===== src/verilog/close_consts.svh =====
// close path constants
// widths of the mantissa datapath and the leading-one prediction,
// plus the values the output registers take on reset
`ifndef CLOSE_CONSTS_SVH
`define CLOSE_CONSTS_SVH

// aligned mantissa width, hidden bit and guard bits included
`define CLOSE_W 54

// index into the mantissa from the msb, needs 6 bits for 54 places
`define FF1_IDX_W 6

// reset values of the registered results
`define CLOSE_SUM_RST {`CLOSE_W{1'b0}}
`define FF1_VEC_RST {`CLOSE_W{1'b0}}
`define FF1_IDX_RST {`FF1_IDX_W{1'b0}}

`endif

===== src/verilog/ff1_pkg.sv =====
// leading-one prediction types
// f-vector, one-hot prediction and the index counted from the msb
`default_nettype none

`include "close_consts.svh"

package ff1_pkg;

  // bit CLOSE_W-1 is index 0, so the vector reads msb first
  typedef logic [`CLOSE_W-1:0] ff1_vec_t;

  // predicted leading-one position from the top
  typedef logic [`FF1_IDX_W-1:0] ff1_idx_t;

endpackage

`default_nettype wire


===== src/verilog/close_data_pkg.sv =====
// close path data types
// mantissa operands and the subtraction result
`default_nettype none

`include "close_consts.svh"

package close_data_pkg;

  // aligned mantissa as it leaves the exponent compare stage
  typedef logic [`CLOSE_W-1:0] close_mant_t;

  // two's complement difference of the two mantissas
  // msb set means the second operand was larger
  typedef logic [`CLOSE_W-1:0] close_sum_t;

endpackage

`default_nettype wire


===== src/verilog/fadd_close_path.sv =====
// fadd close path, one cycle
// subtractor and leading-one anticipator run side by side,
// both registered, then merged into the stage outputs
`default_nettype none

module fadd_close_path
  import close_data_pkg::*;
  import ff1_pkg::*;
(
  input  wire         forever_cpuclk,
  input  wire         arst_n,
  input  wire         in_vld,
  input  close_mant_t close_adder0,
  input  close_mant_t close_adder1,
  output close_sum_t  close_sum,
  output wire         close_op_chg,
  output ff1_idx_t    ff1_pred,
  output ff1_vec_t    ff1_pred_onehot,
  output wire         ff1_zero,
  output wire         ff1_late,
  output wire         out_vld
);

  // subtractor side
  close_sum_t sum_q;
  logic       op_chg_q;
  logic       vld_q;
  // prediction side
  ff1_idx_t   pred_q;
  ff1_vec_t   onehot_q;
  logic       zero_q;

  close_sub u_close_sub (
    .forever_cpuclk (forever_cpuclk),
    .arst_n         (arst_n),
    .in_vld         (in_vld),
    .close_adder0   (close_adder0),
    .close_adder1   (close_adder1),
    .sum_q          (sum_q),
    .op_chg_q       (op_chg_q),
    .vld_q          (vld_q)
  );

  close_lza u_close_lza (
    .forever_cpuclk (forever_cpuclk),
    .arst_n         (arst_n),
    .in_vld         (in_vld),
    .close_adder0   (close_adder0),
    .close_adder1   (close_adder1),
    .pred_q         (pred_q),
    .onehot_q       (onehot_q),
    .zero_q         (zero_q)
  );

  close_combine u_close_combine (
    .sum_q           (sum_q),
    .op_chg_q        (op_chg_q),
    .vld_q           (vld_q),
    .pred_q          (pred_q),
    .onehot_q        (onehot_q),
    .zero_q          (zero_q),
    .close_sum       (close_sum),
    .close_op_chg    (close_op_chg),
    .ff1_pred        (ff1_pred),
    .ff1_pred_onehot (ff1_pred_onehot),
    .ff1_zero        (ff1_zero),
    .ff1_late        (ff1_late),
    .out_vld         (out_vld)
  );

endmodule

`default_nettype wire


===== src/verilog/close_combine.sv =====
// close path result merge
// lines up the registered sum and prediction and flags a prediction
// that sits one place above the true leading one
`default_nettype none

`include "close_consts.svh"

module close_combine
  import close_data_pkg::*;
  import ff1_pkg::*;
(
  input  close_sum_t sum_q,
  input  wire        op_chg_q,
  input  wire        vld_q,
  input  ff1_idx_t   pred_q,
  input  ff1_vec_t   onehot_q,
  input  wire        zero_q,
  output close_sum_t close_sum,
  output wire        close_op_chg,
  output ff1_idx_t   ff1_pred,
  output ff1_vec_t   ff1_pred_onehot,
  output wire        ff1_zero,
  output wire        ff1_late,
  output wire        out_vld
);

  // sum bits under the predicted position
  logic hit_pred;
  logic hit_next;

  assign hit_pred = |(sum_q & onehot_q);
  assign hit_next = |(sum_q & (onehot_q >> 1));

  assign close_sum       = sum_q;
  assign close_op_chg    = op_chg_q;
  assign ff1_pred        = pred_q;
  assign ff1_pred_onehot = onehot_q;
  assign ff1_zero        = zero_q;
  assign out_vld         = vld_q;

  // lza can only be one place early
  // nothing at the prediction means the one is just below
  // empty prediction has no position to miss
  assign ff1_late = ~zero_q & ~hit_pred;

  // positive nonzero result, leading one at pred or pred+1
  always_comb begin
    if (vld_q && !op_chg_q && (sum_q != '0)) begin
      a_pred_window : assert final (hit_pred || hit_next);
    end
  end

endmodule

`default_nettype wire


===== src/verilog/close_lza.sv =====
// close path leading-zero anticipator
// builds the f-vector straight from the operands, in parallel with
// the subtractor, and registers the encoded prediction on in_vld
`default_nettype none

`include "close_consts.svh"

module close_lza
  import close_data_pkg::*;
  import ff1_pkg::*;
(
  input  wire         forever_cpuclk,
  input  wire         arst_n,
  input  wire         in_vld,
  input  close_mant_t close_adder0,
  input  close_mant_t close_adder1,
  output ff1_idx_t    pred_q,
  output ff1_vec_t    onehot_q,
  output logic        zero_q
);

  close_mant_t opc;
  close_mant_t t_vec;
  close_mant_t g_vec;
  close_mant_t z_vec;
  ff1_vec_t    f_vec;
  ff1_idx_t    pred;
  ff1_vec_t    onehot;
  logic        zero;

  // subtraction only, so C is the inverted second operand
  assign opc = ~close_adder1;

  // transfer, generate, zero per bit of A against C
  assign t_vec = close_adder0 ^ opc;
  assign g_vec = close_adder0 & opc;
  assign z_vec = ~close_adder0 & ~opc;

  // top bit has no t above it
  assign f_vec[`CLOSE_W-1] = (g_vec[`CLOSE_W-1] & ~z_vec[`CLOSE_W-2]) |
                             (z_vec[`CLOSE_W-1] & ~g_vec[`CLOSE_W-2]);

  // middle bits
  // t above: a g or z run ends here
  // no t above: the g or z string changes here
  assign f_vec[`CLOSE_W-2:1] =
      ( t_vec[`CLOSE_W-1:2] & ((g_vec[`CLOSE_W-2:1] & ~z_vec[`CLOSE_W-3:0]) |
                               (z_vec[`CLOSE_W-2:1] & ~g_vec[`CLOSE_W-3:0]))) |
      (~t_vec[`CLOSE_W-1:2] & ((g_vec[`CLOSE_W-2:1] & ~g_vec[`CLOSE_W-3:0]) |
                               (z_vec[`CLOSE_W-2:1] & ~z_vec[`CLOSE_W-3:0])));

  // bit 0, carry-in of the subtraction folded in
  assign f_vec[0] = ( t_vec[1] & g_vec[0]) |
                    (~t_vec[1] & z_vec[0]);

  ff1_encoder u_ff1_encoder (
    .f_vec  (f_vec),
    .pred   (pred),
    .onehot (onehot),
    .zero   (zero)
  );

  // lines up with sum_q in close_sub
  always_ff @(posedge forever_cpuclk or negedge arst_n) begin
    if (!arst_n) begin
      pred_q   <= `FF1_IDX_RST;
      onehot_q <= `FF1_VEC_RST;
      zero_q   <= 1'b0;
    end else if (in_vld) begin
      pred_q   <= pred;
      onehot_q <= onehot;
      zero_q   <= zero;
    end
  end

  // equal operands cancel, nothing left to predict
  a_equal_empty : assert property (@(posedge forever_cpuclk) disable iff (!arst_n)
    in_vld && (close_adder0 == close_adder1) |=> zero_q);

  // positive difference always leaves a set bit in the f-vector
  a_pos_nonempty : assert property (@(posedge forever_cpuclk) disable iff (!arst_n)
    in_vld && (close_adder0 > close_adder1) |=> !zero_q);

endmodule

`default_nettype wire


===== src/verilog/close_sub.sv =====
// close path subtractor
// registers close_adder0 - close_adder1, its sign and the valid bit
`default_nettype none

`include "close_consts.svh"

module close_sub
  import close_data_pkg::*;
(
  input  wire         forever_cpuclk,
  input  wire         arst_n,
  input  wire         in_vld,
  input  close_mant_t close_adder0,
  input  close_mant_t close_adder1,
  output close_sum_t  sum_q,
  output logic        op_chg_q,
  output logic        vld_q
);

  // plain wraparound subtraction, same bits as signed a - b
  close_sum_t diff;

  assign diff = close_adder0 - close_adder1;

  always_ff @(posedge forever_cpuclk or negedge arst_n) begin
    if (!arst_n) begin
      sum_q    <= `CLOSE_SUM_RST;
      op_chg_q <= 1'b0;
      vld_q    <= 1'b0;
    end else begin
      // valid follows the strobe, one cycle wide
      vld_q <= in_vld;
      // payload only moves on a strobe
      if (in_vld) begin
        sum_q    <= diff;
        // negative difference, operands swap later in the adder
        op_chg_q <= diff[`CLOSE_W-1];
      end
    end
  end

endmodule

`default_nettype wire


===== src/verilog/ff1_encoder.sv =====
// find-first-one encoder
// scans the f-vector from the msb, returns index from the top,
// a one-hot at the same place, and a flag for an empty vector
`default_nettype none

`include "close_consts.svh"

module ff1_encoder
  import ff1_pkg::*;
(
  input  ff1_vec_t f_vec,
  output ff1_idx_t pred,
  output ff1_vec_t onehot,
  output logic     zero
);

  always_comb begin
    logic hit;
    // empty vector falls out as index 0, no one-hot bit
    hit    = 1'b0;
    pred   = '0;
    onehot = '0;
    // first set bit from the top wins
    for (int i = 0; i < `CLOSE_W; i++) begin
      if (!hit && f_vec[`CLOSE_W-1-i]) begin
        hit                  = 1'b1;
        pred                 = ff1_idx_t'(i);
        onehot[`CLOSE_W-1-i] = 1'b1;
      end
    end
    zero = ~hit;
  end

endmodule

`default_nettype wire


===== config.mk =====
export PLATFORM = sky130hd
export DESIGN_NAME = fadd_close_path
export DESIGN_NICKNAME = d
export VERILOG_FILES = /design/src/verilog/ff1_pkg.sv /design/src/verilog/close_data_pkg.sv /design/src/verilog/fadd_close_path.sv /design/src/verilog/close_combine.sv /design/src/verilog/close_lza.sv /design/src/verilog/close_sub.sv /design/src/verilog/ff1_encoder.sv
export VERILOG_INCLUDE_DIRS = /design/src /design/src/verilog
export SDC_FILE = /design/constraint.sdc
export NUM_CORES = 1
export LEC_CHECK = 0
export ABC_AREA = 1
export BUFFER_PORTS_ARGS = -buffer_cell sky130_fd_sc_hd__buf_4
export CELL_PAD_IN_SITES_DETAIL_PLACEMENT = 0
export CELL_PAD_IN_SITES_GLOBAL_PLACEMENT = 1
export CORE_AREA = 3 3 178 180
export CTS_CLUSTER_DIAMETER = 120
export DETAILED_ROUTE_END_ITERATION = 6
export DIE_AREA = 0 0 181 183
export PLACE_DENSITY_LB_ADDON = 0.2
export SLEW_MARGIN = 20
export SYNTH_ARGS = -nofsm -noshare
export SYNTH_HDL_FRONTEND = slang
export SYNTH_SLANG_ARGS = --single-unit

===== constraint.sdc =====
create_clock -name forever_cpuclk -period 2 [get_ports forever_cpuclk]
set_input_delay 0.2 -clock forever_cpuclk [delete_from_list [all_inputs] [get_ports forever_cpuclk]]
set_output_delay 0.2 -clock forever_cpuclk [all_outputs]
set_load 0.01 [all_outputs]

# Word-level counts from Yosys, hierarchy flattened
# Index checks and enable logic that the tools add are counted.
# word_totals
register_bits	117
inputBits	111
out_inout_bits	118
elab_cells	306
# op_classes
addsub	1
mux	160
bitwise	32
reduce_logical	107
# ops
operator	count
AND 52 bit	6
2-to-1 mux 6 bit	52
AND 54 bit	3
NOT 54 bit	3
NOT 52 bit	3
OR 52 bit	3
2-to-1 mux 1 bit	108
OR reduction 54 bit	1
subtractor 54 bit	1
XOR 54 bit	1
logical AND 1 bit	53
zero test 1 bit	53
NOT 1 bit	6
AND 1 bit	5
OR 1 bit	2

# Longest topological paths before layout
# Gate-level depths: netlist of run 1.
# logic_depth
depth_word	167
ltp_mapped	38
depth_no_buf	38

# Hierarchy
# From an unflattened synthesis of run 1, not the netlist that was laid out.
# hier_totals
cells_unflattened	2591
hier_area_um2	16080.4
# by_module_without_submodules
module	instances	cells_each	area_per_inst_um2	seq_area_each_um2
close_sub	1	1299	7258.2	1376.3
close_lza	1	818	6292.3	1526.5
close_combine	1	223	1281.2	0.0
ff1_encoder	1	251	1248.7	0.0

# Worst setup path after synthesis of run 1
# No wires, ideal clock.
# synth_timing
path_kind	input to register
startpoint	input close_adder0[0]
endpoint	register u_close_sub.sum_q[52]
setup_time_ns	0.129
arrival_time_ns	4.122
required_ns	1.871
setup_slack_ns	-2.251
path_stages	32
cell_sequence	inv_1 > ha_1 > fa_1 > inv_1 > nand3_1 > nand2_1 > a31oi_1 > o21ai_1 > nand3_1 > nand3_1 > a31oi_1 > o21bai_1 > a21oi_1 > o21bai_1 > a21oi_1 > inv_1 > nand2_1 > nand2_1 > a21oi_1 > o21ai_1 > a21oi_1 > o21ai_1 > a21oi_1 > o21ai_1 > nand2_1 > nand2_1 > a21oi_1 > o21ai_1 > nand2_1 > nand2_1 > xor2_1 > o21ai_1
# synth_between
elab_chain_len	1
# synth_rtl
item	line_no	rtl
start: declaration	fadd_close_path.sv:13	input close_mant_t close_adder0,
subtractor 54 bit	close_sub.sv:23	assign diff = close_adder0 - close_adder1;
end signal: assignment	close_sub.sv:27	sum_q <= `CLOSE_SUM_RST;
end signal: assignment	close_sub.sv:35	sum_q <= diff;
end: declaration	close_sub.sv:15	output close_sum_t sum_q,
# No other way between the ends.
# A chain may end at the register's enable or synchronous reset.

# Final worst setup path of run 1
# layout_timing
startpoint	input close_adder0[52]
endpoint	register u_close_lza.pred_q[0]
# layout_between
elab_chain_len	165
# layout_rtl
item	line_no	rtl
NOT 54 bit	close_lza.sv:37	assign z_vec = ~close_adder0 & ~opc;
AND 54 bit	close_lza.sv:37	
NOT 1 bit	close_lza.sv:40	assign f_vec[`CLOSE_W-1] = (g_vec[`CLOSE_W-1] & ~z_vec[`CLOSE_W-2]) |
AND 1 bit	close_lza.sv:40	
OR 1 bit	close_lza.sv:40	
2-to-1 mux 1 bit	ff1_encoder.sv:25	if (!hit && f_vec[`CLOSE_W-1-i]) begin
zero test 1 bit	ff1_encoder.sv:25	
logical AND 1 bit	ff1_encoder.sv:25	
(+149 left out)	--	
logical AND 1 bit	ff1_encoder.sv:25	
2-to-1 mux 1 bit	ff1_encoder.sv:25	
zero test 1 bit	ff1_encoder.sv:25	
logical AND 1 bit	ff1_encoder.sv:25	
2-to-1 mux 1 bit	ff1_encoder.sv:25	
zero test 1 bit	ff1_encoder.sv:25	
logical AND 1 bit	ff1_encoder.sv:25	
2-to-1 mux 6 bit (*)	ff1_encoder.sv:25	
end signal: assignment	close_lza.sv:66	pred_q <= `FF1_IDX_RST;
end signal: assignment	close_lza.sv:70	pred_q <= pred;
end: declaration	close_lza.sv:17	output ff1_idx_t pred_q,
# Mark *: on every way between the ends. The rest lies on a longest branch, timed or not.

==> results.md, run 1 <==
- Syn_nets: 1742
- CTS buffer count: 17
- Final hold vios: 0
- Residual DRC: 0
- Layout Utilization: 0.591
- Post-route ant nets: 0
- Synthesis-to-finish area growth: 71.0%
- Clock Skew: 0 ns
- Fmax: 0.221 GHz
- Share of layout cells above drive strength 1: 0.419
- Fin Hold WS: 0.0930 ns
- Total track usage: 0.227
- Mapped Cells: 1521
- Clock sink count: 116
- Failing checks: setup timing
- Reg2Reg Setup Slack: 1.16 ns
- Area of the die: 33100 um^2
- Die X: 181 um
- Slowest-stage cell, CP: ha_4
- I/O pin total: 229
- VDD IR max: 0.588 mV
- Max Cap Viol: 0
- Slew headroom: 0.573
- Worst setup EP type: register
- Yosys reg bits: 116
- Largest cells by area after synthesis: dfrtp_1 (28%), nand2_1 (13%), ha_1 (13%)
- Router iterations before antenna repair: 5
- Critical path required time: 2.31 ns
- Clock root buffer: clkbuf_16
- Design area: 17900 um^2
- Initial Utilization: 0.346
- Net Sw Frac: 0.340
- Synthesized area per cell: 6.90 um^2
- Critical Path Most Common Cell: nand4_1
- Hold Crit Depth: 3
- Cells after DPL: 2473
- Max FO, Critical Path: 4
- Post-DP HPWL: 29300 um
- Tot Pwr: 0.0104 W
- Ys flop type: dfrtp_1
- Leak: 9.53 nW
- Status: complete, but fails checks
- Max-slew violation count: 0
- Arrival time at the worst endpoint: 4.84 ns
- Clk pwr share: 0.327
- Largest net degree at the start of global routing: 58
- PD cells: 582 nW/um^2
- Minimum clock period: 4.53 ns
- Area leader, netlist: dfrtp_1
- Int Pwr: 0.00689 W
- Sw Pwr: 0.00355 W
- Die height: 183 um
- Sequential power share: 0.270
- Number of global-route vias before repair: 12500
- Fillers: 2842
- Final std cells w/o fill: 2595
- Core region area: 30300 um^2
- Async set-reset flop share out of synthesis: 1.00
- Worst hold-check path type: input pin to register
- Initial antenna violation count: 0
- Clk_lat worst skew: 0.42 ns
- DR vias/cell: 4.80
- DP Area: 15600 um^2
- Antenna diodes: 0
- Post-layout net count: 2407
- CP Launch Type: input pin
- Clock buffer depth: 2
- EDFF count, synth: 0
- Routed len/inst: 14.9 um
- Synth cell types: 49
- CP max stage delay: 0.28 ns
- Commonest non-fill, non-tap cell in the layout: buf_4
- Seq/Total Area, Yosys: 0.277
- Final wirelength: 38600 um
- Syn Std Cell Area: 10500 um^2
- Initial DRC Count: 606
- Reg clk slew, reported paths: 0.06 ns
- Site Rows: 64
- First-pass GRT wire length: 61800 um
- Crit share post-route: 2.27
- Syn. warnings: 0
- WS Path Type: input pin to register
- CTS tree: built
- RePlAce Congestion: 0.876
- CTS H-tree lvls: 4
- Setup WS post-layout: -2.53 ns
- Post-synth top area share: 0.277
- Vias: 12400
- Reg2Reg Depth: 3
- RSZ-0062 raised after global routing: yes
- Worst slew pin tran: 0.640 ns
- Part of the power in combinational logic: 0.404
- Setup-failing EPs final: 85
- Grt ovf: 0
- Commonest non-fill, non-tap cells in the layout: buf_4 (597), nand2_1 (333), inv_1 (280), dfrtp_1 (116), ha_1 (95)
- Port Buffers: 228
[worst max-delay path: cells and delay by family]
| kind | cells | cell delay (ns) |
|---|---|---|
| fa+ha+maj | 1 | 0.28 |
| buf+inv | 4 | 0.21 |
| simple gates | 33 | 4.17 |
[Yosys cell counts (all sizes together) (2+ instances only)]
library cell	number
ha	109
nand3	27
inv	307
nor4	10
o22ai	32
a32o	4
o221ai	40
o211ai	2
xnor2	12
xor2	31
clkbuf	26
or2	2
buf	6
nor3	11
o31ai	2
nand2	371
a221o	3
nor2	102
a221oi	3
o21bai	3
a31oi	11
o21ai	164
nand4	55
a21oi	60
a21boi	4
dfrtp	116
[final timing paths]
path	startpoint	endpoint
min in group asynchronous	arst_n	u_close_sub.sum_q[43]
min	close_adder1[0]	u_close_sub.sum_q[0]
max reg2reg	u_close_lza.pred_q[5]	u_close_lza.pred_q[5]
max	close_adder0[52]	u_close_lza.pred_q[0]
min reg2reg	u_close_lza.pred_q[4]	u_close_lza.pred_q[4]
max in group asynchronous	arst_n	u_close_sub.sum_q[14]
[metal layers]
| layer | vias to the layer above | wire length (um) | track usage |
|---|---|---|---|
| li1 | 6327 | - | - |
| met1 | 5819 | 17700 | 0.298 |
| met2 | 263 | 18300 | 0.386 |
| met3 | 40 | 1760 | 0.0401 |
| met4 | 0 | 803 | 0.0619 |
| met5 | - | 0 | 0 |
[timing repair]
item	CTS	global route
resized for setup	198	82
pin swaps	103	61
hold buffers	1	0
setup buffers	100	49
setup endpoints to repair	84	91
gates cloned	0	0
endpoints found under the hold margin	39	0
[cell type report]
| type | instances | area [um^2] | share of cell area |
|---|---|---|---|
| clock buffers | 20 | 467 | 0.0260 |
| well taps | 396 | 495 | 0.0276 |
| inverters | 307 | 1190 | 0.0661 |
| repair buffers | 678 | 5450 | 0.304 |
| clock inverters | 12 | 178 | 0.00990 |
| flip-flops and latches | 116 | 2900 | 0.162 |
| multi-input cells | 1066 | 7260 | 0.405 |
[power groups by stage]
stage	clock network, W	registers [W]	logic [W]
5_1_grt	0.00357	0.00285	0.00462
3_3_place_gp	0	0.00285	0.00366
6_report	0.00341	0.00281	0.00422
4_1_cts	0.00346	0.00282	0.00410
3_5_place_dp	0	0.00285	0.00371
2_1_floorplan	0	0.00291	0.00161
[kinds of logic (layout without fill, tap and decap cells)]
logic type                 after synthesis  after routing  share of synthesized area
adders and majority gates              110            110                      0.132
xor gates and xnor gates                43             43                     0.0359
AOI/OAI and AO/OA                      332            332                      0.188
buffers and inverters                  339           1017                      0.122
DFF                                    116            116                      0.277
and+or+nand+nor                        581            581                      0.246
[state kept, by name (all words and copies together), names as in the netlist]
signal	count
u_close_lza.onehot_q	54
u_close_sub.sum_q	53
u_close_lza.pred_q	6
u_close_lza.zero_q	1
u_close_sub.op_chg_q	1
u_close_sub.vld_q	1
[per-stage QoR]
stage | setup TNS (ns) | setup WS [ns]
2_1_floorplan | -93.39 | -2.07
3_3_place_gp | -149.10 | -2.84
3_5_place_dp | -155.38 | -2.93
4_1_cts | -106.21 | -2.30
5_1_grt | -136.43 | -2.98
6_report | -113.53 | -2.53
No activity file was read; power rests on OpenSTA's default activity.
==> inputs of run 2 (changes only) <==
CORE_AREA = 3 3 219 221   (was 3 3 178 180)
DIE_AREA = 0 0 222 224   (was 0 0 181 183)
SETUP_SLACK_MARGIN = 0.3   (was unset)
SYNTH_HIERARCHICAL = 1   (was unset)
==> results.md, run 2 <==
- Status: complete, but fails checks
- Failing checks: setup timing
- Pre-CTS WS: -2.71 ns (+0.213 ns)
- DR vias/cell: 4.54 (-5.4%)
- Ys flop type: dfrtp_1
- Setup WS post-layout: -2.26 ns (+0.273 ns)
- Final hold vios: 0 (unchanged)
- Post-synth top area share: 0.193 (-0.0837)
- Worst setup EP type: register
- Max Cap Viol: 0 (unchanged)
- Tot Pwr: 0.0114 W (+8.9%)
- Area leader, netlist: nand2_1
- Crit share post-route: 2.13 (-0.137)
- Initial antenna violation count: 1 (+1)
- Biggest regs: u_close_lza/onehot_q x54, u_close_sub/sum_q x53, u_close_lza/pred_q x6
- Site Rows: 79 (+23%)
- Fmax: 0.235 GHz (+6.4%)
- VDD IR max: 0.585 mV (-0.53%)
- Syn_nets: 2863 (+64%)
- Post-Synth Adder-Cell Area: 0.126 (-0.00610)
- Clock root buffer: clkbuf_16
- I/O pin total: 229 (unchanged)
- Max-slew violation count: 0 (unchanged)
- Clock sink count: 116 (unchanged)
- CP max stage delay: 0.24 ns (-0.04 ns)
- RR Startpoint: u_close_lza/zero_q
- Setup-failing EPs final: 48 (-44%)
- Post-layout net count: 3461 (+44%)
- Post-route ant nets: 0 (unchanged)
- Largest net degree at the start of global routing: 77 (+33%)
- Yosys reg bits: 116 (unchanged)
- CTS tree: built
- Initial DRC Count: 1003 (+66%)
- Reg2reg end: u_close_lza/zero_q
- PD cells: 486 nW/um^2 (-16%)
- Synth Area in XOR/XNOR: 0.0147 (-0.0212)
- Post-synthesis mux area share: 0.0567 (+0.0567)
- Post-synthesis compound-gate area fraction: 0.0640 (-0.124)
- Hold Crit Depth: 1 (-2)
- WS Path Type: input pin to register
- Fillers: 4785 (+68%)
- Worst slew pin tran: 0.863 ns (+0.223 ns)
- Port Buffers: 228 (unchanged)
- Synthesized area per cell: 6.21 um^2 (-10%)
- Number of global-route vias before repair: 16400 (+31%)
- RePlAce Congestion: 0.893 (+2.0%)
- Clock Skew: 0 ns (unchanged)
- Crit path max-delay family: simple AND/OR/NAND/NOR gates
- CTS buffer count: 17 (unchanged)
- Initial Utilization: 0.347 (+0.00102)
- Routed len/inst: 16.1 um (+8.2%)
- Total track usage: 0.238 (+0.0118)
- Slowest-stage cell, CP: nand4_1
- Max FO, Critical Path: 3 (-1)
- Vias: 17300 (+39%)
- Post-DP HPWL: 51700 um (+76%)
- Largest cells by area after synthesis: nand2_1 (19%), dfrtp_1 (18%), inv_1 (14%)
- Synthesis-to-finish area growth: 45.5%
- Slew headroom: 0.425 (-0.148)
- Simple-Gate Fraction of Synth Area: 0.349 (+0.102)
- CP Depth: 37 (-2.6%)
- Share of layout cells above drive strength 1: 0.374 (-0.0449)
- Seq/Total Area, Yosys: 0.181 (-0.0960)
- Flip-flop count of the largest register after layout: 54 (unchanged)
- Commonest non-fill, non-tap cell in the layout: nand2_1
- Die X: 222 um (+23%)
- First-pass GRT wire length: 92700 um (+50%)
- Router iterations before antenna repair: 7 (+2)
- EDFF count, synth: 0 (unchanged)
- Final wirelength: 61300 um (+59%)
- Reg clk slew, reported paths: 0.06 ns (about the same)
- Minimum clock period: 4.26 ns (-0.273 ns)
- Reg2Reg Depth: 2 (-1)
- Mapped Cells: 2591 (+70%)
- CP Launch Type: input pin
- Clock buffer depth: 2 (unchanged)
- Async set-reset flop share out of synthesis: 1.00 (unchanged)
- Leak: 13.4 nW (+41%)
- Syn Std Cell Area: 16100 um^2 (+53%)
- Die height: 224 um (+22%)
- Arrival time at the worst endpoint: 4.62 ns (-0.22 ns)
- Clk_lat worst skew: 0.42 ns (about the same)
- Worst hold-check path type: input pin to register
- Reg2Reg Setup Slack: 1.00 ns (-0.16 ns)
- Biggest register: u_close_lza/onehot_q
- Commonest non-fill, non-tap cells in the layout: nand2_1 (760), buf_4 (679), inv_1 (554), nor2_1 (125), ha_1 (112)
- Syn. warnings: 6 (+6)
- CTS H-tree lvls: 4 (unchanged)
- Critical path buffers and inverters: 5 (+1)
- Most common library cells after synthesis: nand2_1 (826), inv_1 (589), nor2_1 (186)
- Synth cell types: 49 (unchanged)
- Critical path required time: 2.36 ns (+0.05 ns)
- Grt ovf: 0 (unchanged)
- Sink of the worst hold path: u_close_sub/vld_q
- Residual DRC: 0 (unchanged)
- Core region area: 46400 um^2 (+53%)
- HP Start: in_vld
- Area of the die: 49700 um^2 (+50%)
- RSZ-0062 raised after global routing: yes
- Combinational family with the most area after synthesis: simple AND/OR/NAND/NOR gates
- Cell with the most instances after synthesis: nand2_1
run 2: final cells by class:
class	count	area (um^2)	share of cell area
antenna	1	2.50	0.000107
clock buffer	18	439	0.0188
clock inverter	12	134	0.00572
inverter	612	2320	0.0992
multi-input combinational	1725	11300	0.481
sequential	116	2910	0.124
tap	607	759	0.0325
timing repair buffer	717	5570	0.238
run 2: routing by layer:
layer / up-vias / part of all wire / GRT usage
met5: - / 0 / 0
met4: 0 / 0.0092 / 0.0343
met3: 24 / 0.043 / 0.0244
met2: 359 / 0.45 / 0.387
met1: 7974 / 0.50 / 0.350
li1: 8922 / - / -
run 2: per-stage QoR:
stage	util	hold WS, ns	instances	cell area [um^2]	setup TNS, ns
6_report	0.505	0.0277	3808	23400	-71.45
5_1_grt	0.505	0.0122	3808	23400	-86.96
4_1_cts	0.489	0.00333	3787	22700	-65.09
3_5_place_dp	0.448	0.192	3704	20800	-102.20
3_3_place_gp	0.448	0.185	3704	20800	-96.99
2_1_floorplan	-	-0.0956	2591	16200	-42.95
run 2: worst max path at each step:
stage / start / end / slack, ns
after CTS: close_adder1[50] / u_close_lza/pred_q[4] / -2.11
final: close_adder1[51] / u_close_lza/pred_q[5] / -2.26
after floorplan: close_adder1[52] / u_close_lza/pred_q[4] / -1.65
after global placement: close_adder1[51] / u_close_lza/pred_q[4] / -2.59
after detailed placement: close_adder1[49] / u_close_lza/pred_q[4] / -2.71
after global routing: close_adder1[50] / u_close_lza/pred_q[4] / -2.70
run 2: cells by family after synthesis:
family | after synthesis
AO/OA/AOI/OAI | 182
XOR/XNOR | 27
adder cells (fa/ha/maj) | 161
buffers and inverters | 750
flip-flops | 116
multiplexers | 61
AND/OR/NAND/NOR | 1294
run 2: what timing repair did:
action | CTS | global route
setup buffers | 52 | 20
hold buffers | 1 | 0
setup endpoints to repair | 85 | 96
hold endpoints to repair | 31 | 0
resized for setup | 222 | 145
pin swaps | 34 | 43
run 2: power by group:
part	total (W)	leakage, nW	switching (W)	internal (W)
combinational	0.00554	11.7	0.00306	0.00249
sequential	0.00283	1.50	0.000239	0.00259
clock	0.00300	0.278	0.00115	0.00185
